===== src/hw/poly_mm_macros.svh =====
`ifndef POLY_MM_MACROS_SVH
`define POLY_MM_MACROS_SVH

// operand, modulus and result width
`define PMM_DATA_W 24

// windows, residues and the barrett constant carry one guard bit
`define PMM_WIDE_W 25

// bit-length code width
`define PMM_N_W 5

// largest modulus bit length the windows can hold
`define PMM_N_MAX 24

// enable to valid, in clock cycles
`define PMM_LATENCY 4

`endif


===== src/hw/poly_mm_pkg.sv =====
`default_nettype none

`include "poly_mm_macros.svh"

package poly_mm_pkg;

    // a, b, q and the reduced result
    typedef logic [`PMM_DATA_W-1:0] data_t;

    // seed, quotient, low residue and m
    // one bit wider than data_t so R can reach 2q
    typedef logic [`PMM_WIDE_W-1:0] wide_t;

    // modulus bit length N, legal range 1 to PMM_N_MAX
    typedef logic [`PMM_N_W-1:0] nbits_t;

endpackage

`default_nettype wire


===== src/hw/product_stage.sv =====
`timescale 1ns/10ps
`default_nettype none

`include "poly_mm_macros.svh"

module product_stage (
    input  logic                 poly_mm_clk,
    input  logic                 poly_mm_rst_n,
    input  logic                 enable,
    input  poly_mm_pkg::data_t   a,
    input  poly_mm_pkg::data_t   b,
    input  poly_mm_pkg::nbits_t  n,
    output poly_mm_pkg::wide_t   seed,
    output logic                 seed_valid,
    output poly_mm_pkg::wide_t   low_residue
);

    // full operand product
    logic [2*`PMM_DATA_W-1:0] prod;
    // product after the N-1 right shift
    logic [2*`PMM_DATA_W-1:0] prod_shr;
    poly_mm_pkg::wide_t       seed_win;
    // N+1 low-bit mask
    poly_mm_pkg::wide_t       low_mask;
    poly_mm_pkg::wide_t       low_win;
    // low residue delay line, stage 3 reads the last tap
    poly_mm_pkg::wide_t       low_pipe [3];

    assign prod = a * b;

    // P0 >> (N-1), top bits beyond the window are dropped
    assign prod_shr = prod >> (n - 5'd1);
    assign seed_win = prod_shr[`PMM_WIDE_W-1:0];

    // ones below bit N+1
    // N = 24 shifts everything out and keeps the full word
    assign low_mask = ~({`PMM_WIDE_W{1'b1}} << (n + 5'd1));
    assign low_win  = prod[`PMM_WIDE_W-1:0] & low_mask;

    // seed register feeds the quotient stage
    always_ff @(posedge poly_mm_clk) begin
        seed <= seed_win;
    end

    // stage valid follows enable one cycle late
    always_ff @(posedge poly_mm_clk or negedge poly_mm_rst_n) begin
        if (!poly_mm_rst_n) begin
            seed_valid <= 1'b0;
        end else begin
            seed_valid <= enable;
        end
    end

    // three taps so the residue meets q*quotient in stage 3
    always_ff @(posedge poly_mm_clk) begin
        low_pipe[0] <= low_win;
        low_pipe[1] <= low_pipe[0];
        low_pipe[2] <= low_pipe[1];
    end

    assign low_residue = low_pipe[2];

    // shift windows only cover N in 1..PMM_N_MAX
    // out of range N corrupts every later stage
    a_n_in_range : assert property (
        @(posedge poly_mm_clk) disable iff (!poly_mm_rst_n)
        enable |-> (n >= 5'd1 && n <= 5'(`PMM_N_MAX))
    ) else $error("product_stage: bit length n=%0d out of range", n);

endmodule

`default_nettype wire


===== src/hw/quotient_stage.sv =====
`timescale 1ns/10ps
`default_nettype none

`include "poly_mm_macros.svh"

module quotient_stage (
    input  logic                 poly_mm_clk,
    input  logic                 poly_mm_rst_n,
    input  poly_mm_pkg::wide_t   seed,
    input  logic                 seed_valid,
    input  poly_mm_pkg::wide_t   m,
    input  poly_mm_pkg::nbits_t  n,
    output poly_mm_pkg::wide_t   quotient,
    output logic                 quotient_valid
);

    // seed times barrett constant
    logic [2*`PMM_WIDE_W-1:0] quo_prod;
    // product after the N+1 right shift
    logic [2*`PMM_WIDE_W-1:0] quo_shr;
    poly_mm_pkg::wide_t       quo_win;

    assign quo_prod = seed * m;

    // estimate of floor(a*b / q)
    // can undershoot slightly and stage 4 corrects it
    assign quo_shr = quo_prod >> (n + 5'd1);
    assign quo_win = quo_shr[`PMM_WIDE_W-1:0];

    // quotient word register
    always_ff @(posedge poly_mm_clk) begin
        quotient <= quo_win;
    end

    // valid moves with the quotient
    always_ff @(posedge poly_mm_clk or negedge poly_mm_rst_n) begin
        if (!poly_mm_rst_n) begin
            quotient_valid <= 1'b0;
        end else begin
            quotient_valid <= seed_valid;
        end
    end

endmodule

`default_nettype wire


===== src/hw/reduce_stage.sv =====
`timescale 1ns/10ps
`default_nettype none

`include "poly_mm_macros.svh"

module reduce_stage (
    input  logic                 poly_mm_clk,
    input  logic                 poly_mm_rst_n,
    input  poly_mm_pkg::wide_t   quotient,
    input  logic                 quotient_valid,
    input  poly_mm_pkg::wide_t   low_residue,
    input  poly_mm_pkg::data_t   q,
    input  poly_mm_pkg::nbits_t  n,
    output poly_mm_pkg::data_t   result,
    output logic                 valid
);

    // quotient times modulus
    logic [`PMM_WIDE_W+`PMM_DATA_W-1:0] qq_prod;
    // N+1 low-bit mask, shared by both subtractions
    poly_mm_pkg::wide_t red_mask;
    poly_mm_pkg::wide_t term_win;
    // stage 3 registers
    poly_mm_pkg::wide_t term_reg;
    logic               term_valid;
    // stage 4 combinational path
    poly_mm_pkg::wide_t r_diff;
    poly_mm_pkg::wide_t r_masked;
    poly_mm_pkg::wide_t q_wide;
    poly_mm_pkg::wide_t r_sub;
    poly_mm_pkg::data_t result_next;

    assign red_mask = ~({`PMM_WIDE_W{1'b1}} << (n + 5'd1));

    // only the low N+1 bits of t are ever needed
    assign qq_prod  = quotient * q;
    assign term_win = qq_prod[`PMM_WIDE_W-1:0] & red_mask;

    // stage 3 term register
    always_ff @(posedge poly_mm_clk) begin
        term_reg <= term_win;
    end

    always_ff @(posedge poly_mm_clk or negedge poly_mm_rst_n) begin
        if (!poly_mm_rst_n) begin
            term_valid <= 1'b0;
        end else begin
            term_valid <= quotient_valid;
        end
    end

    // R = (low - t) mod 2^(N+1)
    // wraparound in the 25-bit subtract is removed by the mask
    assign r_diff   = low_residue - term_reg;
    assign r_masked = r_diff & red_mask;

    // one conditional correction
    // enough when the quotient estimate is off by at most one
    assign q_wide      = {1'b0, q};
    assign r_sub       = r_masked - q_wide;
    assign result_next = (r_masked < q_wide) ? r_masked[`PMM_DATA_W-1:0]
                                             : r_sub[`PMM_DATA_W-1:0];

    // result register
    // loads every cycle, meaningful only with valid
    always_ff @(posedge poly_mm_clk or negedge poly_mm_rst_n) begin
        if (!poly_mm_rst_n) begin
            result <= '0;
        end else begin
            result <= result_next;
        end
    end

    always_ff @(posedge poly_mm_clk or negedge poly_mm_rst_n) begin
        if (!poly_mm_rst_n) begin
            valid <= 1'b0;
        end else begin
            valid <= term_valid;
        end
    end

    // valid chain is reset all the way from the product stage
    a_valid_known : assert property (
        @(posedge poly_mm_clk) disable iff (!poly_mm_rst_n)
        !$isunknown(valid)
    ) else $error("reduce_stage: valid is unknown");

    // a delivered result never exceeds the N+1 bit window
    // requires n held steady while operations are in flight
    a_result_in_window : assert property (
        @(posedge poly_mm_clk) disable iff (!poly_mm_rst_n)
        valid |-> (({1'b0, result} & ~red_mask) == '0)
    ) else $error("reduce_stage: result 0x%06h wider than n+1=%0d bits", result, n + 5'd1);

endmodule

`default_nettype wire


===== src/hw/barrett_mm_top.sv =====
`timescale 1ns/10ps
`default_nettype none

module barrett_mm_top (
    input  logic                 poly_mm_clk,
    input  logic                 poly_mm_rst_n,
    input  logic                 enable,
    input  poly_mm_pkg::data_t   a,
    input  poly_mm_pkg::data_t   b,
    input  poly_mm_pkg::wide_t   m,
    input  poly_mm_pkg::nbits_t  n,
    input  poly_mm_pkg::data_t   q,
    output logic                 valid,
    output poly_mm_pkg::data_t   result
);

    // stage 1 to stage 2
    poly_mm_pkg::wide_t seed;
    logic               seed_valid;
    // stage 1 to stage 3, already delayed to line up with t
    poly_mm_pkg::wide_t low_residue;
    // stage 2 to stage 3
    poly_mm_pkg::wide_t quotient;
    logic               quotient_valid;

    // a*b, seed window and low residue
    product_stage u_product_stage (
        .poly_mm_clk   (poly_mm_clk),
        .poly_mm_rst_n (poly_mm_rst_n),
        .enable        (enable),
        .a             (a),
        .b             (b),
        .n             (n),
        .seed          (seed),
        .seed_valid    (seed_valid),
        .low_residue   (low_residue)
    );

    // seed*m and quotient window
    // m and n are not pipelined, held by the caller
    quotient_stage u_quotient_stage (
        .poly_mm_clk    (poly_mm_clk),
        .poly_mm_rst_n  (poly_mm_rst_n),
        .seed           (seed),
        .seed_valid     (seed_valid),
        .m              (m),
        .n              (n),
        .quotient       (quotient),
        .quotient_valid (quotient_valid)
    );

    // quotient*q, subtract, mask, correct, register
    reduce_stage u_reduce_stage (
        .poly_mm_clk    (poly_mm_clk),
        .poly_mm_rst_n  (poly_mm_rst_n),
        .quotient       (quotient),
        .quotient_valid (quotient_valid),
        .low_residue    (low_residue),
        .q              (q),
        .n              (n),
        .result         (result),
        .valid          (valid)
    );

endmodule

`default_nettype wire


===== config.mk =====
export PLATFORM = sky130hd
export DESIGN_NAME = barrett_mm_top
export DESIGN_NICKNAME = d
export VERILOG_FILES = /design/src/hw/poly_mm_pkg.sv /design/src/hw/product_stage.sv /design/src/hw/quotient_stage.sv /design/src/hw/reduce_stage.sv /design/src/hw/barrett_mm_top.sv
export VERILOG_INCLUDE_DIRS = /design/src /design/src/hw
export SDC_FILE = /design/constraint.sdc
export NUM_CORES = 2
export LEC_CHECK = 0
export BUFFER_PORTS_ARGS = -buffer_cell sky130_fd_sc_hd__buf_2
export CAP_MARGIN = 20
export CORE_MARGIN = 1.5
export CORE_UTILIZATION = 45
export DETAILED_ROUTE_END_ITERATION = 16
export PLACE_DENSITY_LB_ADDON = 0.25
export SLEW_MARGIN = 20
export SYNTH_ARGS = -nofsm -noshare
export SYNTH_HDL_FRONTEND = slang
export SYNTH_SLANG_ARGS = --single-unit

===== constraint.sdc =====
create_clock -name poly_mm_clk -period 9.4 [get_ports poly_mm_clk]
set_input_delay 0.47 -clock poly_mm_clk [delete_from_list [all_inputs] [get_ports poly_mm_clk]]
set_output_delay 0.47 -clock poly_mm_clk [all_outputs]
set_load 0.01 [all_outputs]

* Word level (Yosys, flattened, before mapping)
Memories as Yosys holds them, arrays and structs flattened. Index checks and enable logic that the tools add are counted.
Cells by class: $add $sub $neg 4, multipliers 3, magnitude comparators 1, shift-type cells 3, multiplexer cells 1, bitwise gates (word level) 4
Operators by type and width (number):
- $and 25x25->25 | 3
- $mul 25x25->50 | 1
- $shr 50x5->25 | 1
- $mul 24x24->48 | 1
- $shr 48x5->25 | 1
- $lt 25x24->1 | 1
- $mul 25x24->25 | 1
- $not 25->25 | 1
- $shl 25x5->25 const A | 1
- $sub 25x25->25 | 1
- $mux 24 | 1
- $sub 24x24->24 | 1
- $add 5x1->5 const B | 1
- $sub 5x1->5 const B | 1
Word-level totals: register bits after elaboration 103, RAM bits 75, memories 1
Memories:
- u_product_stage.low_pipe | depth 3, bits a word 25, read ports 3, clocked after memory_dff 0, wr ports 3, line product_stage.sv:27 | poly_mm_pkg::wide_t low_pipe [3];

* Depth between registers and ports, before layout
depth after elaboration 6, mapped depth 30, mapped depth without buffers 28

* By module
Synthesis repeated with hierarchy kept, for this count alone.
Second synthesis, totals: cells, all modules 7574, area, all modules 64969.8 µm²
Modules (own cells, without submodules):
- product_stage | times used 1, cells an instance 2932, area an instance 25640.8 µm², sequential area each 2026.9 µm²
- quotient_stage | times used 1, cells an instance 2995, area an instance 25166.6 µm², sequential area each 525.5 µm²
- reduce_stage | times used 1, cells an instance 1647, area an instance 14162.3 µm², sequential area each 1151.1 µm²

* Least setup slack after synthesis
OpenSTA, ideal clock, no wires.
path kind input -> register, start input m[1], end register u_quotient_stage.quotient[18], library setup time 0.066 ns, arrival time 7.811 ns, required time 9.334 ns, setup slack 1.523 ns, stages 25, buffers on the path 2, cells stage by stage clkbuf_1 > and2_1 > fa_1 > inv_1 > fa_1 > fa_1 > fa_1 > fa_1 > fa_1 > fa_1 > inv_1 > ha_1 > buf_2 > a2111oi_0 > o21ai_0 > o2bb2ai_1 > a41o_1 > a311o_1 > a311oi_1 > xnor2_1 > clkinv_1 > mux4_2 > mux4_2 > a22o_1 > a21oi_2
Between the ends: longest elaborated chain between the ends 2
Ends and longest elaborated chain:
- start: declaration | line barrett_mm_top.sv:10 | input poly_mm_pkg::wide_t m,
- $mul 25x25->50 | line quotient_stage.sv:23 | assign quo_prod = seed * m;
- $shr 50x5->25 | line quotient_stage.sv:27 | assign quo_shr = quo_prod >> (n + 5'd1);
- named net u_quotient_stage.quo_shr[18] | line quotient_stage.sv:20 | logic [2*`PMM_WIDE_W-1:0] quo_shr;
- end signal: assignment | line quotient_stage.sv:32 | quotient <= quo_win;
- end: declaration | line quotient_stage.sv:13 | output poly_mm_pkg::wide_t quotient,
The timed path passes the listed nets, and every way through them passes these cells.

* Worst setup path in the final report
start register u_product_stage.seed[9], end register u_quotient_stage.quotient[18]
Between the ends: longest elaborated chain between the ends 2
Ends and longest elaborated chain:
- start: declaration | line product_stage.sv:13 | output poly_mm_pkg::wide_t seed,
- start signal: assignment | line product_stage.sv:42 | seed <= seed_win;
- $mul 25x25->50 | line quotient_stage.sv:23
- $shr 50x5->25 | line quotient_stage.sv:27
- named net u_quotient_stage.quo_shr[18] | line quotient_stage.sv:20
The timed path passes the listed nets, and every way through them passes these cells.

==> flow_summary.json <==
{
  "pre_cts_slack_ns": 0.514,
  "nets": 8897,
  "r2r_slack_ns": 0.50,
  "postCtsHoldBufs": 0,
  "placed_cell_area_um2": 64600,
  "grt_pass1_wl_um": 280000,
  "grt_setup_unrepaired": "false",
  "hold_viol_final": 0,
  "area_growth_pct": 4.45,
  "clockBufferDepth": 2,
  "placedCellCount": 8826,
  "ys.flop_type": "dfxtp_1",
  "post-dp-hpwl_um": 141000,
  "hp-class": "input pin to asynchronous set/reset pin",
  "top_register": "u_product_stage.low_pipe",
  "r2r-start": "u_product_stage.seed[9]",
  "post_synth.cell_area_avg_um2": 8.67,
  "yosysWarningCount": 0,
  "numCtsBuffers": 17,
  "setup_ws_ns": 0.502,
  "coreArea_um2": 137000,
  "required_ns": 9.78,
  "clock_latency_ns": 0.45,
  "setup_violations": 0,
  "num_rows": 136,
  "dieArea_um2": 141000,
  "yosysTopAreaCell": "fa_1",
  "synth_nets": 9042,
  "cap_violations": 0,
  "nFillCells": 13300,
  "tns_ns": 0,
  "netlist_area_um2": 62400,
  "status": "finished clean",
  "largest_reg_flops": 75,
  "synth-edff-count": 0,
  "criticalPathCategory": "flop to flop",
  "cts_root_buffer": "clkbuf_16",
  "r2r_cells": 24,
  "gr-total-overflow": 0,
  "path_max_fanout": 16,
  "async_reset_ff_frac": 0.157,
  "synthCells": 7196,
  "fin_crit_ns": 8.90,
  "cts_htree_levels": 4,
  "port_buffers": 129,
  "grt_pass1_vias": 50300,
  "endpoint": "u_quotient_stage.quotient[18]",
  "antenna_found_initial": 5,
  "drt_wl_total_um": 173000,
  "min_period_over_period": 0.947,
  "synth.area.top_cells": "fa_1, ha_1, inv_1",
  "initialDrtViolationCount": 2898,
  "dr.pass1.iters": 7,
  "crit_start": "u_product_stage.seed[9]",
  "final_cell_area_um2": 65100,
  "tightestPinTransition_ns": 1.14,
  "stdcell_count": 8860,
  "max-slew-margin-rel": 0.238,
  "initial_core_util": 0.454,
  "fin_skew_ns": 0.00790,
  "vias_per_cell": 5.39,
  "ios": 130,
  "critical_path_arrival_ns": 9.28,
  "grt_use_total": 0.250,
  "grt_max_degree": 77,
  "cp-end-kind": "flop",
  "num_vias": 47700,
  "drive_above_1_share": 0.0537,
  "cts_resized": 0,
  "cp-start-kind": "flop",
  "wl_per_cell_um": 19.5,
  "clock.fmax_mhz": 112,
  "cts_tree": "done",
  "cts_setup_buffers": 0,
  "place_congestion": 0.907,
  "maxSlewViolCount": 0,
  "route.detailed.drc": 0,
  "synth_cell_type_count": 97,
  "r2r_end": "u_quotient_stage.quotient[18]",
  "fp.dieH_um": 375,
  "clk_pin_slew_worst_paths_ns": 0.08,
  "cts.sinks": 178,
  "synth_top_area_frac": 0.400,
  "seq_area_frac_synth": 0.0594,
  "ys_ff_latch": 178,
  "die-width_um": 375,
  "ant_nets": 0
}
[placed cells by master (no fill, tap or decap), drive strengths merged, types with 17 or more instances in the layout]
master  count
nand2     832
a211oi     42
ha        496
mux4       27
fa       1245
a21oi     171
and2      891
dfxtp     150
nand2b     36
or2        17
inv      1496
nor2      239
o31ai      20
a21o       86
mux2i      75
xor2       59
and3       30
nor2b      23
mux2       48
or3        22
nand3      60
o21a       38
dfrtp      28
nor3       76
clkbuf     20
buf       208
xnor2     128
a211o      20
o21ai     159
a31oi      33
o211ai     51
[per-layer routing]
layer / vias to the layer above / GRT usage / wire (um)
li1: 21800 / - / -
met1: 24400 / 0.345 / 76800
met2: 1348 / 0.424 / 83200
met3: 229 / 0.0201 / 8620
met4: 0 / 0.0664 / 4310
met5: - / 0 / 0
[cells by family (layout without fill, tap and decap cells)]
kind of cell	count (synthesis)	count (layout)	share of synthesized area
xor gates and xnor gates	187	187	0.0264
muxes	150	150	0.0305
adders and majority gates	1741	1741	0.499
AOI/OAI and AO/OA	797	797	0.0879
other	0	2	0
DFF	178	178	0.0594
and+or+nand+nor	2281	2281	0.184
buffers and inverters	1862	1730	0.112
[metrics by stage]
step | hold WS [ns] | utilization
final | 0.0518 | 0.474
after global routing | 0.0984 | 0.474
after CTS | 0.0542 | 0.474
after detailed placement | 0.312 | 0.470
after global placement | 0.310 | 0.470
after floorplan | 0.174 | -
[synthesized netlist by cell type, types with 20 or more instances]
cell and count:
inv_1 1488, fa_1 1245, and2_1 891, nand2_1 831
ha_1 496, clkbuf_1 342, nor2_1 239, a21oi_1 168
dfxtp_1 150, o21ai_0 147, xnor2_1 128, a21o_1 86
mux2i_1 75, nor3_1 75, nand3_1 60, xor2_1 58
o211ai_1 49, mux2_2 48, a211oi_1 41, o21a_1 38
nand2b_1 36, a31oi_1 32, and3_1 28, dfrtp_1 28
mux4_2 26, nor2b_1 23, buf_1 22, or3_1 22
a211o_1 20
[layout make-up]
cell class / instances / area (um2) / share of cell area
clock buffers: 20 / 457 / 0.00701
flip-flops and latches: 178 / 3700 / 0.0569
inverters: 1490 / 5590 / 0.0859
multi-input cells: 5156 / 51800 / 0.795
diodes: 2 / 5.00 / 0.0000768
repair buffers: 208 / 1240 / 0.0191
well taps: 1794 / 2240 / 0.0345
clock inverters: 12 / 114 / 0.00175
[worst min path at each step]
stage                                    startpoint                              end  slack, ns
finish                                poly_mm_rst_n         u_reduce_stage.result[1]       0.05
global route                          poly_mm_rst_n  u_quotient_stage.quotient_valid        0.1
CTS                                   poly_mm_rst_n  u_quotient_stage.quotient_valid       0.05
detailed placement  u_product_stage.low_pipe[0][22]  u_product_stage.low_pipe[0][47]       0.31
global placement    u_product_stage.low_pipe[0][27]  u_product_stage.low_pipe[0][52]       0.31
floorplan                             poly_mm_rst_n       u_product_stage.seed_valid       0.17
[critical path: stages (launching register included)]
cell and delay (ns):
dfxtp_1 0.90, buf_4 0.37, and2_1 0.19, fa_1 0.42, inv_1 0.09, fa_1 0.44
fa_1 0.53, fa_1 0.46, fa_1 0.60, fa_1 0.46, fa_1 0.50, inv_1 0.04
ha_1 0.39, a2111oi_0 0.36, o21ai_0 0.16, o2bb2ai_1 0.14, a41o_1 0.25, a311o_1 0.41
a311oi_1 0.33, xnor2_1 0.27, clkinv_1 0.11, mux4_2 0.53, mux4_2 0.53, a22o_1 0.26
a21oi_2 0.09
Power is not shown: default switching activity piles up to over one toggle a cycle in this logic, so the estimate is an artifact.
